**src/core_pkg.sv**
```systemverilog
// Core widths, instruction encodings, opcode and controller enums, stage bundles
`default_nettype none

package core_pkg;

	localparam int XLEN = 32;
	localparam int REG_ADDR_W = 5;
	localparam int NUM_REGS = 32;
	localparam int INSTR_BYTES = 4; // Fall-through step for a not-taken branch

	localparam int MUL_STEPS = 4;
	localparam int MUL_BITS_PER_STEP = 8;
	localparam int MUL_CNT_W = $clog2(MUL_STEPS);

	// RV32 major opcodes and funct7 values of the supported subset
	localparam logic [6:0] OPC_OP = 7'b0110011;
	localparam logic [6:0] OPC_OP_IMM = 7'b0010011;
	localparam logic [6:0] OPC_BRANCH = 7'b1100011;
	localparam logic [6:0] F7_BASE = 7'b0000000;
	localparam logic [6:0] F7_SUB = 7'b0100000;
	localparam logic [6:0] F7_MULDIV = 7'b0000001;

	typedef enum logic [3:0] {
		OP_ADD, OP_SUB, OP_AND, OP_OR, OP_XOR, OP_SLT,
		OP_ADDI, OP_MUL, OP_BEQ, OP_BNE, OP_NOP
	} opcode_e;

	typedef enum logic [1:0] {CTRL_RUN, CTRL_MUL, CTRL_FLUSH} ctrl_state_e;

	typedef enum logic {EXC_NONE, EXC_ILLEGAL} exc_e;

	typedef struct packed {
		logic valid;
		opcode_e op;
		logic [REG_ADDR_W-1:0] rd;
		logic [REG_ADDR_W-1:0] rs1;
		logic [REG_ADDR_W-1:0] rs2;
		logic wen;
		logic [XLEN-1:0] opa; // Register file values as read in decode
		logic [XLEN-1:0] opb;
		logic [XLEN-1:0] imm;
		logic [XLEN-1:0] pc;
		logic [XLEN-1:0] pred_pc;
		logic prediction;
		exc_e exc;
	} dec_exe_t;

	typedef struct packed {
		logic valid;
		logic [REG_ADDR_W-1:0] rd;
		logic [XLEN-1:0] data;
	} wb_t;

	typedef struct packed {
		logic valid;
		logic [XLEN-1:0] pc;
	} redirect_t;

	typedef struct packed {
		logic valid;
		exc_e cause;
		logic [XLEN-1:0] pc;
	} exc_rep_t;

endpackage

`default_nettype wire

```
**src/dec_exe_latch.sv**
```systemverilog
// Decode to execute pipeline register with clear, kill and stall
`timescale 1ns/1ps
`default_nettype none

module dec_exe_latch import core_pkg::*; (
	input  logic clk_i,
	input  logic reset_i,
	input  logic kill_i,
	input  logic stall_i,
	input  dec_exe_t dec_i,
	output dec_exe_t exe_o
);

	dec_exe_t exe_q;

	// Kill wins over stall so a squashed slot never survives a held cycle
	always_ff @(posedge clk_i) begin
		if (reset_i || kill_i) begin
			exe_q <= '0;
		end else if (!stall_i) begin
			exe_q <= dec_i;
		end
	end

	assign exe_o = exe_q;

endmodule

`default_nettype wire

```
**src/dec_exe_top.sv**
```systemverilog
// Decode to execute slice top level
`timescale 1ns/1ps
`default_nettype none

module dec_exe_top import core_pkg::*; (
	input  logic clk_i,
	input  logic reset_i,
	input  logic fetch_valid_i,
	input  logic [XLEN-1:0] fetch_instr_i,
	input  logic [XLEN-1:0] fetch_pc_i,
	input  logic [XLEN-1:0] fetch_pred_pc_i,
	input  logic fetch_pred_taken_i,
	output logic stall_o,
	output wb_t wb_o,
	output redirect_t redirect_o,
	output exc_rep_t exc_o
);

	logic [REG_ADDR_W-1:0] rs1;
	logic [REG_ADDR_W-1:0] rs2;
	logic [XLEN-1:0] rdata1;
	logic [XLEN-1:0] rdata2;
	dec_exe_t dec_bundle;
	dec_exe_t exe_bundle;
	wb_t wb;
	logic mul_start;
	logic mul_busy;
	logic mul_last;
	logic mispredict;
	logic stall;
	logic kill;
	logic flush;

	reg_file u_reg_file (
		.clk_i(clk_i),
		.reset_i(reset_i),
		.rs1_i(rs1),
		.rs2_i(rs2),
		.wb_i(wb),
		.rdata1_o(rdata1),
		.rdata2_o(rdata2)
	);

	dec_stage u_dec_stage (
		.fetch_valid_i(fetch_valid_i),
		.fetch_instr_i(fetch_instr_i),
		.fetch_pc_i(fetch_pc_i),
		.fetch_pred_pc_i(fetch_pred_pc_i),
		.fetch_pred_taken_i(fetch_pred_taken_i),
		.flush_i(flush),
		.rdata1_i(rdata1),
		.rdata2_i(rdata2),
		.rs1_o(rs1),
		.rs2_o(rs2),
		.dec_o(dec_bundle)
	);

	dec_exe_latch u_dec_exe_latch (
		.clk_i(clk_i),
		.reset_i(reset_i),
		.kill_i(kill),
		.stall_i(stall),
		.dec_i(dec_bundle),
		.exe_o(exe_bundle)
	);

	exe_stage u_exe_stage (
		.clk_i(clk_i),
		.reset_i(reset_i),
		.exe_i(exe_bundle),
		.mul_busy_i(mul_busy),
		.mul_last_i(mul_last),
		.mul_start_o(mul_start),
		.mispredict_o(mispredict),
		.wb_o(wb),
		.redirect_o(redirect_o),
		.exc_o(exc_o)
	);

	mul_counter u_mul_counter (
		.clk_i(clk_i),
		.reset_i(reset_i),
		.start_i(mul_start),
		.busy_o(mul_busy),
		.last_o(mul_last)
	);

	pipe_ctrl u_pipe_ctrl (
		.clk_i(clk_i),
		.reset_i(reset_i),
		.mul_start_i(mul_start),
		.mul_last_i(mul_last),
		.mispredict_i(mispredict),
		.stall_o(stall),
		.kill_o(kill),
		.flush_o(flush)
	);

	assign stall_o = stall;
	assign wb_o = wb;

endmodule

`default_nettype wire

```
**src/dec_stage.sv**
```systemverilog
// Instruction decoder producing the decode to execute bundle
`timescale 1ns/1ps
`default_nettype none

module dec_stage import core_pkg::*; (
	input  logic fetch_valid_i,
	input  logic [XLEN-1:0] fetch_instr_i,
	input  logic [XLEN-1:0] fetch_pc_i,
	input  logic [XLEN-1:0] fetch_pred_pc_i,
	input  logic fetch_pred_taken_i,
	input  logic flush_i,
	input  logic [XLEN-1:0] rdata1_i,
	input  logic [XLEN-1:0] rdata2_i,
	output logic [REG_ADDR_W-1:0] rs1_o,
	output logic [REG_ADDR_W-1:0] rs2_o,
	output dec_exe_t dec_o
);

	logic [6:0] opcode;
	logic [2:0] funct3;
	logic [6:0] funct7;
	logic [XLEN-1:0] imm_i;
	logic [XLEN-1:0] imm_b;
	logic [XLEN-1:0] imm;
	opcode_e op;
	logic legal;
	logic is_branch;

	assign opcode = fetch_instr_i[6:0];
	assign funct3 = fetch_instr_i[14:12];
	assign funct7 = fetch_instr_i[31:25];
	assign rs1_o = fetch_instr_i[19:15];
	assign rs2_o = fetch_instr_i[24:20];

	assign imm_i = {{20{fetch_instr_i[31]}}, fetch_instr_i[31:20]};
	assign imm_b = {{19{fetch_instr_i[31]}}, fetch_instr_i[31], fetch_instr_i[7],
		fetch_instr_i[30:25], fetch_instr_i[11:8], 1'b0};

	always_comb begin
		op = OP_NOP; // Anything not matched below stays a NOP and is flagged illegal
		imm = '0;
		case (opcode)
			OPC_OP: begin
				case ({funct7, funct3})
					{F7_BASE, 3'b000}: op = OP_ADD;
					{F7_SUB, 3'b000}: op = OP_SUB;
					{F7_BASE, 3'b111}: op = OP_AND;
					{F7_BASE, 3'b110}: op = OP_OR;
					{F7_BASE, 3'b100}: op = OP_XOR;
					{F7_BASE, 3'b010}: op = OP_SLT;
					{F7_MULDIV, 3'b000}: op = OP_MUL;
					default: op = OP_NOP;
				endcase
			end
			OPC_OP_IMM: begin
				imm = imm_i;
				if (funct3 == 3'b000) op = OP_ADDI;
			end
			OPC_BRANCH: begin
				imm = imm_b;
				if (funct3 == 3'b000) op = OP_BEQ;
				else if (funct3 == 3'b001) op = OP_BNE;
			end
			default: op = OP_NOP;
		endcase
	end

	assign legal = op != OP_NOP;
	assign is_branch = op == OP_BEQ || op == OP_BNE;

	always_comb begin
		dec_o.valid = fetch_valid_i && !flush_i; // Input presented during a flush is dropped
		dec_o.op = op;
		dec_o.rd = fetch_instr_i[11:7];
		dec_o.rs1 = rs1_o;
		dec_o.rs2 = rs2_o;
		dec_o.wen = legal && !is_branch;
		dec_o.opa = rdata1_i;
		dec_o.opb = rdata2_i;
		dec_o.imm = imm;
		dec_o.pc = fetch_pc_i;
		dec_o.pred_pc = fetch_pred_pc_i;
		dec_o.prediction = fetch_pred_taken_i;
		dec_o.exc = legal ? EXC_NONE : EXC_ILLEGAL;
	end

endmodule

`default_nettype wire

```
**src/exe_stage.sv**
```systemverilog
// Execute stage with ALU, forwarding, iterative multiply, branch resolution and result registers
`timescale 1ns/1ps
`default_nettype none

module exe_stage import core_pkg::*; (
	input  logic clk_i,
	input  logic reset_i,
	input  dec_exe_t exe_i,
	input  logic mul_busy_i,
	input  logic mul_last_i,
	output logic mul_start_o,
	output logic mispredict_o,
	output wb_t wb_o,
	output redirect_t redirect_o,
	output exc_rep_t exc_o
);

	wb_t wb_q;
	redirect_t redirect_q;
	exc_rep_t exc_q;
	logic [XLEN-1:0] opa;
	logic [XLEN-1:0] opb;
	logic [XLEN-1:0] alu_res;
	logic [XLEN-1:0] br_target;
	logic [XLEN-1:0] mul_step;
	logic [XLEN-1:0] mul_acc_q;
	logic [XLEN-1:0] mul_cand_q;
	logic [XLEN-1:0] mul_plier_q;
	logic [REG_ADDR_W-1:0] mul_rd_q;
	logic issue;
	logic is_branch;
	logic taken;

	assign issue = exe_i.valid && !mul_busy_i; // Held while a multiply owns the datapath

	// Result written last cycle has not reached the register file yet
	assign opa = (wb_q.valid && wb_q.rd != '0 && wb_q.rd == exe_i.rs1) ? wb_q.data : exe_i.opa;
	assign opb = (wb_q.valid && wb_q.rd != '0 && wb_q.rd == exe_i.rs2) ? wb_q.data : exe_i.opb;

	always_comb begin
		case (exe_i.op)
			OP_ADD: alu_res = opa + opb;
			OP_SUB: alu_res = opa - opb;
			OP_AND: alu_res = opa & opb;
			OP_OR: alu_res = opa | opb;
			OP_XOR: alu_res = opa ^ opb;
			OP_SLT: alu_res = XLEN'($signed(opa) < $signed(opb));
			OP_ADDI: alu_res = opa + exe_i.imm;
			default: alu_res = '0;
		endcase
	end

	assign is_branch = exe_i.op == OP_BEQ || exe_i.op == OP_BNE;
	assign taken = (exe_i.op == OP_BEQ) ? (opa == opb) : (opa != opb);
	assign br_target = taken ? exe_i.pc + exe_i.imm : exe_i.pc + XLEN'(INSTR_BYTES);
	assign mispredict_o = issue && is_branch &&
		(taken != exe_i.prediction || (taken && br_target != exe_i.pred_pc));

	// Shift and add, one multiplier byte per busy cycle
	assign mul_start_o = issue && exe_i.op == OP_MUL;
	assign mul_step = mul_acc_q + mul_cand_q * XLEN'(mul_plier_q[MUL_BITS_PER_STEP-1:0]);

	always_ff @(posedge clk_i) begin
		if (mul_start_o) begin
			mul_acc_q <= '0;
			mul_cand_q <= opa;
			mul_plier_q <= opb;
			mul_rd_q <= exe_i.rd;
		end else if (mul_busy_i) begin
			mul_acc_q <= mul_step;
			mul_cand_q <= mul_cand_q << MUL_BITS_PER_STEP;
			mul_plier_q <= mul_plier_q >> MUL_BITS_PER_STEP;
		end
	end

	always_ff @(posedge clk_i) begin
		wb_q.rd <= mul_last_i ? mul_rd_q : exe_i.rd;
		wb_q.data <= mul_last_i ? mul_step : alu_res;
		redirect_q.pc <= br_target;
		exc_q.cause <= exe_i.exc;
		exc_q.pc <= exe_i.pc;
		if (reset_i) begin
			wb_q.valid <= 1'b0;
			redirect_q.valid <= 1'b0;
			exc_q.valid <= 1'b0;
		end else begin
			wb_q.valid <= mul_last_i || (issue && exe_i.wen && exe_i.op != OP_MUL);
			redirect_q.valid <= mispredict_o;
			exc_q.valid <= issue && exe_i.exc == EXC_ILLEGAL;
		end
	end

	assign wb_o = wb_q;
	assign redirect_o = redirect_q;
	assign exc_o = exc_q;

endmodule

`default_nettype wire

```
**src/mul_counter.sv**
```systemverilog
// Step counter for the iterative multiplier
`timescale 1ns/1ps
`default_nettype none

module mul_counter import core_pkg::*; (
	input  logic clk_i,
	input  logic reset_i,
	input  logic start_i,
	output logic busy_o,
	output logic last_o
);

	logic [MUL_CNT_W-1:0] cnt_q;
	logic busy_q;

	always_ff @(posedge clk_i) begin
		if (reset_i) begin
			busy_q <= 1'b0;
			cnt_q <= '0;
		end else if (start_i) begin
			busy_q <= 1'b1;
			cnt_q <= MUL_CNT_W'(MUL_STEPS - 1);
		end else if (busy_q) begin
			if (cnt_q == '0) begin
				busy_q <= 1'b0; // Final step done
			end else begin
				cnt_q <= cnt_q - 1'b1;
			end
		end
	end

	assign busy_o = busy_q;
	assign last_o = busy_q && cnt_q == '0;

endmodule

`default_nettype wire

```
**src/pipe_ctrl.sv**
```systemverilog
// Pipeline controller FSM for stall, kill and flush
`timescale 1ns/1ps
`default_nettype none

module pipe_ctrl import core_pkg::*; (
	input  logic clk_i,
	input  logic reset_i,
	input  logic mul_start_i,
	input  logic mul_last_i,
	input  logic mispredict_i,
	output logic stall_o,
	output logic kill_o,
	output logic flush_o
);

	ctrl_state_e state_q;
	ctrl_state_e state_d;

	always_comb begin
		state_d = state_q;
		case (state_q)
			CTRL_RUN: begin
				if (mul_start_i) begin
					state_d = CTRL_MUL;
				end else if (mispredict_i) begin
					state_d = CTRL_FLUSH;
				end
			end
			CTRL_MUL: begin
				if (mul_last_i) state_d = CTRL_RUN;
			end
			CTRL_FLUSH: state_d = CTRL_RUN; // One bubble while the redirect goes out
			default: state_d = CTRL_RUN;
		endcase
	end

	always_ff @(posedge clk_i) begin
		if (reset_i) begin
			state_q <= CTRL_RUN;
		end else begin
			state_q <= state_d;
		end
	end

	assign stall_o = state_q == CTRL_MUL;
	assign flush_o = state_q == CTRL_FLUSH;

	// The younger instruction in decode is squashed at the resolving edge
	assign kill_o = mispredict_i;

endmodule

`default_nettype wire

```
**src/reg_file.sv**
```systemverilog
// Integer register file with x0 tied to zero and write-through reads
`timescale 1ns/1ps
`default_nettype none

module reg_file import core_pkg::*; (
	input  logic clk_i,
	input  logic reset_i,
	input  logic [REG_ADDR_W-1:0] rs1_i,
	input  logic [REG_ADDR_W-1:0] rs2_i,
	input  wb_t wb_i,
	output logic [XLEN-1:0] rdata1_o,
	output logic [XLEN-1:0] rdata2_o
);

	logic [XLEN-1:0] regs [NUM_REGS];

	always_ff @(posedge clk_i) begin
		if (reset_i) begin
			for (int i = 0; i < NUM_REGS; i++) begin
				regs[i] <= '0;
			end
		end else if (wb_i.valid && wb_i.rd != '0) begin
			regs[wb_i.rd] <= wb_i.data;
		end
	end

	// A result written this cycle is returned to the instruction being decoded
	assign rdata1_o = (rs1_i == '0) ? '0 :
		(wb_i.valid && wb_i.rd == rs1_i) ? wb_i.data : regs[rs1_i];
	assign rdata2_o = (rs2_i == '0) ? '0 :
		(wb_i.valid && wb_i.rd == rs2_i) ? wb_i.data : regs[rs2_i];

endmodule

`default_nettype wire

```
**config.mk**
```make
export PLATFORM = sky130hd
export DESIGN_NAME = dec_exe_top
export DESIGN_NICKNAME = d
export VERILOG_FILES = /design/src/core_pkg.sv /design/src/dec_exe_latch.sv /design/src/dec_exe_top.sv /design/src/dec_stage.sv /design/src/exe_stage.sv /design/src/mul_counter.sv /design/src/pipe_ctrl.sv /design/src/reg_file.sv
export SDC_FILE = /design/constraint.sdc
export NUM_CORES = 2
export LEC_CHECK = 0
export BUFFER_PORTS_ARGS = -buffer_cell sky130_fd_sc_hd__buf_2
export CORE_MARGIN = 4
export CORE_UTILIZATION = 35
export DETAILED_ROUTE_END_ITERATION = 6
export PLACE_DENSITY = 0.48
export SLEW_MARGIN = 20
export SYNTH_ARGS = -nofsm -noshare
export SYNTH_HDL_FRONTEND = slang
export SYNTH_SLANG_ARGS = --single-unit
```
**constraint.sdc**
```tcl
create_clock -name clk_i -period 13.1 [get_ports clk_i]
set_clock_uncertainty 0.05 [all_clocks]
set_input_delay 0.655 -clock clk_i [delete_from_list [all_inputs] [get_ports clk_i]]
set_output_delay 0.655 -clock clk_i [all_outputs]
set_load 0.01 [all_outputs]
```
# [Word-level counts from Yosys, hierarchy flattened]
# Memories as Yosys holds them, arrays and structs flattened.
# Index checks and enable logic that the tools add are counted.
[totals] ramBits=1024 mem_count=1 regBits=394 elab_cells=153
[memory_table] name="u_reg_file.regs" words=32 word_bits=32 read_ports=2 rd_clocked_by_memory_dff=0 wr=32 line_no="reg_file.sv:15" source="logic [XLEN-1:0] regs [NUM_REGS];"
[op_classes] eq_ne=36 n_lt_le_gt_ge=1 mul=1 n_mux=40 bitwise=3 reduce_logical=36 addsub=7
[ops] cell="two-way mux 32 bit" count=13
[ops] cell="case mux 32 bit (7 select lines)" count=1
[ops] cell="adder 32 bit" count=4
[ops] cell="!= test 32 bit" count=2
[ops] cell="case mux 32 bit (2 select lines)" count=1
[ops] cell="adder 32 x 3 -> 32 bit, second input constant" count=1
[ops] cell="bitwise AND 32 bit" count=1
[ops] cell="== test 32 bit" count=1
[ops] cell="less-than comparator 32 bit" count=1
[ops] cell="multiplier 32 x 8 -> 32 bit" count=1
[ops] cell="OR 32 bit" count=1
[ops] cell="OR reduction 32 bit" count=1
[ops] cell="subtractor 32 bit" count=1
[ops] cell="bitwise XOR 32 bit" count=1
[ops] cell="== test 10 x 3 -> 1 bit, second input constant" count=3
[ops] cell="case mux 4 bit (7 select lines)" count=1
[ops] cell="== test 5 bit" count=4
[ops] cell="== test 4 x 3 -> 1 bit, second input constant" count=4
[ops] cell="== test 4 bit, second input constant" count=4
[ops] cell="logical AND 1 bit" count=16
[ops] cell="two-way mux 2 bit" count=7
[ops] cell="case mux 4 bit (3 select lines)" count=1
[ops] cell="two-way mux 1 bit" count=11
[ops] cell="== test 10 x 2 -> 1 bit, second input constant" count=1
[ops] cell="other kinds (30)" count=42

# [Logic depth before layout (Yosys ltp)]
[logic_depth] ltp_word=14 ltp_mapped=24

# [Modules after synthesis]
# From an unflattened synthesis, not the netlist that was laid out.
[hier_totals] cells_unflattened=7586 area_unflattened_um2=88240.9
[by_module_without_submodules] module="reg_file" area_per_inst_um2=54722.5 n_inst=1 seq_area_each_um2=30749.5 cells_each=3740
[by_module_without_submodules] module="exe_stage" area_per_inst_um2=24947.7 n_inst=1 seq_area_each_um2=4814.6 cells_each=3002
[by_module_without_submodules] module="dec_exe_latch" area_per_inst_um2=6635.1 n_inst=1 seq_area_each_um2=3663.5 cells_each=592
[by_module_without_submodules] module="dec_stage" area_per_inst_um2=1690.4 n_inst=1 seq_area_each_um2=0.0 cells_each=228
[by_module_without_submodules] module="mul_counter" area_per_inst_um2=153.9 n_inst=1 seq_area_each_um2=60.1 cells_each=15
[by_module_without_submodules] module="pipe_ctrl" area_per_inst_um2=91.3 n_inst=1 seq_area_each_um2=40.0 cells_each=9

# [Worst setup path before layout]
# OpenSTA, ideal clock, no wires.
[synth_path] kind="flip-flop to flip-flop" start="reg u_exe_stage.wb_q (netlist bit u_exe_stage.wb_o[32])" end="reg u_dec_exe_latch.exe_q (netlist bit u_dec_exe_latch.exe_o[0])" stages_incl_launch_ff=22 arrival_ns=6.143 synth_period_minus_slack_ns=6.282 path_slack_ns=6.818 cell_sequence="dfxtp_1 clkbuf_1 xnor2_1 nand3_1 nor4_1 clkbuf_1 mux2i_1 inv_1 ha_1 nor4_4 nand3_2 nor3_4 mux4_2 a2111oi_2 o211ai_1 a2111oi_0 nand4bb_1 nor4_2 a21oi_2 buf_6 buf_6 nor4_2"
[synth_via] elab_chain_cells=12
[synth_rtl] item="start: declaration" line_no="exe_stage.sv:18" source="wb_t wb_q;"
[synth_rtl] item="nonzero test 5 bit" line_no="exe_stage.sv:37, exe_stage.sv:38"
[synth_rtl] item="logical AND 1 bit" line_no="exe_stage.sv:37, exe_stage.sv:38"
[synth_rtl] item="logical AND 1 bit, on equally long branches" line_no="exe_stage.sv:37, exe_stage.sv:38"
[synth_rtl] item="two-way mux 32 bit, on equally long branches" line_no="exe_stage.sv:37, exe_stage.sv:38"
[synth_rtl] item="!= test 32 bit or == test 32 bit (tied branches)" line_no="exe_stage.sv:54" source="assign taken = (exe_i.op == OP_BEQ) ? (opa == opb) : (opa != opb);"
[synth_rtl] item="two-way mux 1 bit *" line_no="exe_stage.sv:54"
[synth_rtl] item="two-way mux 32 bit" line_no="exe_stage.sv:55" source="assign br_target = taken ? exe_i.pc + exe_i.imm : exe_i.pc + XLEN'(INSTR_BYTES);"
[synth_rtl] item="!= test 32 bit" line_no="exe_stage.sv:57" source="(taken != exe_i.prediction || (taken && br_target != exe_i.pred_pc));"
[synth_rtl] item="logical AND 1 bit" line_no="exe_stage.sv:57"
[synth_rtl] item="logical OR 1 bit *" line_no="exe_stage.sv:57"
[synth_rtl] item="logical AND 1 bit *" line_no="exe_stage.sv:56" source="assign mispredict_o = issue && is_branch &&"
[synth_rtl] item="logical OR 1 bit *" line_no="dec_exe_latch.sv:18" source="if (reset_i || kill_i) begin"
[synth_rtl] item="end signal: assignment" line_no="dec_exe_latch.sv:21" source="exe_q <= dec_i;"
[synth_rtl] item="end: declaration" line_no="dec_exe_latch.sv:14" source="dec_exe_t exe_q;"
# Every way passes the cells marked *; elsewhere a longest branch is shown, timed or not.
# A chain may end at the register's enable or synchronous reset.

# [Final worst setup path]
[layout_path] start="reg u_exe_stage.wb_q (netlist bit u_exe_stage.wb_o[35])" end="reg u_dec_exe_latch.exe_q (netlist bit u_dec_exe_latch.exe_o[118])"
[layout_via] elab_chain_cells=12
[layout_rtl] item="nonzero test 5 bit" line_no="exe_stage.sv:37, exe_stage.sv:38"
[layout_rtl] item="logical AND 1 bit" line_no="exe_stage.sv:37, exe_stage.sv:38"
[layout_rtl] item="logical AND 1 bit, on equally long branches" line_no="exe_stage.sv:37, exe_stage.sv:38"
[layout_rtl] item="two-way mux 32 bit, on equally long branches" line_no="exe_stage.sv:37, exe_stage.sv:38"
[layout_rtl] item="!= test 32 bit or == test 32 bit (tied branches)" line_no="exe_stage.sv:54"
[layout_rtl] item="two-way mux 1 bit" line_no="exe_stage.sv:54"
[layout_rtl] item="two-way mux 32 bit" line_no="exe_stage.sv:55"
[layout_rtl] item="!= test 32 bit" line_no="exe_stage.sv:57"
[layout_rtl] item="logical AND 1 bit" line_no="exe_stage.sv:57"
[layout_rtl] item="logical OR 1 bit" line_no="exe_stage.sv:57"
[layout_rtl] item="logical AND 1 bit" line_no="exe_stage.sv:56"
[layout_rtl] item="logical OR 1 bit" line_no="dec_exe_latch.sv:18"
# Several ways; a longest one is shown, not always the timed one.

==> flow_metrics.tcl <==
set metrics [dict create \
    required_ns 13.79 \
    grt_pass1_wl_um 497000 \
    fin_nets 8307 \
    setup_viol 0 \
    p_sw_w 0.00447 \
    netlist_area_mm2 0.0874 \
    min-delay-start "fetch_pc_i[10]" \
    ys_seq_elements 1399 \
    rows 183 \
    dp_hpwl_um 225000 \
    r2r_cells 20 \
    period_needed_ns 8.43 \
    power_density_mw_per_mm2 137 \
    cts.repair.resized 0 \
    avgSynthCellArea_um2 11.1 \
    r2r-end "u_dec_exe_latch.exe_o[118]" \
    grt_max_degree 108 \
    htree_num_levels 4 \
    fmax_ghz 0.119 \
    drive_above_1_share_pct 16.7 \
    power_frac_comb_pct 25.8 \
    slew-limit-headroom_pct 15.9 \
    synthCells 7842 \
    rsz0062_at_grt "no" \
    start_util_pct 35.2 \
    drv_slew 0 \
    io_buffer_count 205 \
    grtUsageTotal_pct 26.8 \
    synthDistinctLibCells 95 \
    num_vias 66100 \
    grt_overflow 0 \
    reg2reg_from "u_exe_stage.wb_o[35]" \
    antenna_found_initial 47 \
    irDropWorstVdd_mv 0.139 \
    setup_ws_ns 4.67 \
    hold_depth 3 \
    wirelength_um 355000 \
    wl_per_cell_um 31.4 \
    synth_flop_cell "edfxtp_1" \
    cts_root_buffer "clkbuf_16" \
    tns_ns 0 \
    crit_fanout 107 \
    p_seq_share_pct 38.4 \
    internal_power_w 0.00890 \
    end_kind "flip-flop" \
    ys_seq_area_share_pct 44.6 \
    timing.final.crit_share_pct 64.3 \
    die_area_mm2 0.258 \
    synthTopCellsByArea "edfxtp_1 (38%), and2_1 (8.2%), dfxtp_1 (7.0%), mux4_2 (6.6%), mux2i_1 (6.2%)" \
    drt_iter0_drc 7565 \
    dieWidth_um 508 \
    gp_congestion 0.924 \
    crit_end "u_dec_exe_latch.exe_o[118]" \
    grt_pass1_vias 65300 \
    synth_top_area_share_pct 37.6 \
    synth_largest_area_cell "edfxtp_1" \
    holdWs_ns 0.0661 \
    hold_viol_final 0 \
    synth-async-reset-ratio_pct 0 \
    drcViolationCount 0 \
    startpoint_type "flip-flop" \
    cts_made_buffers 170 \
    worst_pin_slew_ns 1.25 \
    clock-sinks 1399 \
    fp.dieH_um 508 \
    synth_edf_count 1093 \
    critical_path_class "reg -> reg" \
    cp.arrival_ns 9.11 \
    detail_route.first_pass.iterations 6 \
    core_mm2 0.248 \
    p_leak_nw 37.6 \
    ioPinCount 206 \
    clk_pin_slew_ns 0.06 \
    cts_hold_buf 4 \
    tritoncts "done" \
    final_antenna_net_count 0 \
    status "finished, final reports clean" \
    clkPwrFrac_pct 35.8 \
    cts.path.max_buffers 3 \
    vias_per_cell 5.85 \
    clock_latency_ns 0.86 \
    maxCapViolCount 0 \
    r2r_slack_ns 4.67 \
    worstSetupStartpoint "u_exe_stage.wb_o[35]" \
    dp_slack_ns 5.09 \
    p_sw_share_pct 33.4 \
    cts_setup_buffers 0 \
    synth_warnings 0 \
    hp-class "in -> reg" \
    syn2layout_area_growth_pct 12.0 \
]
cell type report:
cell class,count,area [µm²]
Fill cell,23800,151000
Clock buffer,218,4540
Antenna cell,14,35.0
Tap cell,3330,4170
Timing Repair Buffer,416,2790
Inverter,375,1420
Multi-Input combinational cell,5455,45000
Clock inverter,94,1010
Sequential cell,1399,38900
per-layer routing:
metal | vias to the layer above | wire length (µm) | track usage (%) | part of all wire [%]
li1 | 28500 | - | - | -
met1 | 34000 | 153000 | 37.8 | 43
met2 | 3078 | 158000 | 41.2 | 44
met3 | 554 | 31300 | 5.16 | 8.8
met4 | 6 | 12800 | 9.53 | 3.6
met5 | - | 39 | 0 | 0.011
synthesized netlist by cell type (all sizes together), types with 17 or more instances:
cell / n
a211oi: 18
a21o: 48
a21oi: 445
a221oi: 149
a22oi: 146
a31oi: 19
and2: 1154
and3: 26
buf: 117
clkbuf: 527
dfxtp: 306
edfxtp: 1093
fa: 189
ha: 201
inv: 374
mux2: 130
mux2i: 540
mux4: 257
nand2: 409
nand2b: 21
nand3: 66
nand4: 29
nor2: 327
nor2b: 25
nor3: 46
nor4: 180
o211ai: 152
o21a: 18
o21ai: 383
o21bai: 17
o221ai: 17
o22ai: 24
or2: 44
or3: 20
xnor2: 92
xor2: 63
sequential cells by signal (all words and copies together), names as in the netlist:
| name | cells |
|---|---|
| u_exe_stage.exc_o | 34 |
| u_pipe_ctrl.state_q | 2 |
| u_mul_counter.busy_o | 1 |
| u_exe_stage.redirect_o | 33 |
| u_exe_stage.mul_plier_q | 32 |
| u_exe_stage.mul_acc_q | 32 |
| u_exe_stage.mul_cand_q | 32 |
| u_reg_file.regs | 1024 |
| u_mul_counter.cnt_q | 2 |
| u_exe_stage.mul_rd_q | 5 |
| u_dec_exe_latch.exe_o | 164 |
| u_exe_stage.wb_o | 38 |
stage by stage:
step | utilization [%] | std cells | area [µm²] | power (W)
6_report | 39.4 | 11300 | 97900 | 0.0134
5_1_grt | 39.4 | 11300 | 97800 | 0.0139
4_1_cts | 39.4 | 11300 | 97800 | 0.0134
3_5_place_dp | 37.1 | 11000 | 92200 | 0.00860
3_3_place_gp | 37.1 | 11000 | 92200 | 0.00857
2_1_floorplan | - | 7873 | 87500 | 0.00740
worst min-delay path by stage:
stage                                 to
2_1_floorplan      u_exe_stage.exc_o[32]
3_3_place_gp       u_exe_stage.exc_o[32]
3_5_place_dp       u_exe_stage.exc_o[32]
4_1_cts        u_dec_exe_latch.exe_o[43]
5_1_grt        u_dec_exe_latch.exe_o[52]
6_report       u_dec_exe_latch.exe_o[44]
power groups by stage:
| stage | clock [W] | sequential (W) | combinational, W |
|---|---|---|---|
| 5_1_grt | 0.00505 | 0.00516 | 0.00374 |
| 3_5_place_dp | 0 | 0.00523 | 0.00338 |
| 6_report | 0.00479 | 0.00514 | 0.00344 |
| 3_3_place_gp | 0 | 0.00522 | 0.00335 |
| 4_1_cts | 0.00487 | 0.00513 | 0.00340 |
| 2_1_floorplan | 0 | 0.00518 | 0.00222 |
cell families (layout without fill, tap and decap cells):
group	Yosys count	count (layout)	synth area share (%)
simple gates	2400	2400	16.2
other cells	1	46	0.00429
compound gates	1548	1548	11.3
buf+inv	1019	1103	4.56
mux	927	927	14.5
xor+xnor	157	157	1.61
fa+ha+maj	391	391	7.22
flops	1399	1399	44.6
cell usage in the layout (no fill, tap or decap), types with 23 or more instances in the layout:
master | Yosys | routed
a21o_1 | 48 | 48
a21oi_1 | 444 | 444
a221oi_1 | 149 | 149
a22oi_1 | 146 | 146
and2_1 | 1151 | 1151
and3_1 | 26 | 26
buf_2 | 11 | 194
buf_4 | 0 | 203
clkbuf_1 | 527 | 41
clkbuf_16 | 0 | 173
clkinv_1 | 1 | 30
clkinv_2 | 0 | 31
conb_1 | 1 | 32
dfxtp_1 | 306 | 306
edfxtp_1 | 1093 | 1093
fa_1 | 189 | 189
ha_1 | 201 | 201
inv_1 | 374 | 372
mux2_2 | 130 | 130
mux2i_1 | 540 | 540
mux4_2 | 257 | 257
nand2_1 | 409 | 408
nand3_1 | 65 | 62
nand4_1 | 28 | 28
nor2_1 | 327 | 293
nor2_4 | 0 | 34
nor2b_1 | 25 | 23
nor3_1 | 41 | 40
nor4_1 | 28 | 25
nor4_2 | 151 | 154
o211ai_1 | 152 | 152
o21ai_0 | 382 | 360
o22ai_1 | 24 | 24
or2_2 | 44 | 41
xnor2_1 | 92 | 92
xor2_1 | 63 | 63
critical path, stage by stage (launching register included):
cell and delay [ns]:
dfxtp_1 0.60, or3_1 0.37, o31ai_1 0.18, nor4_2 0.29, buf_4 0.66, mux2i_1 0.49, inv_1 0.09, ha_1 0.40
nor3_1 0.49, and3_1 0.35, nand3_1 0.19, a21boi_4 0.18, buf_4 0.55, o211ai_1 0.23, a2111oi_0 0.41, a211oi_1 0.12
xnor2_1 0.27, xor2_1 0.89, nor2_4 0.31, buf_12 0.31, nor4_2 0.43
Note: power is estimated with default switching activity, not from simulation.
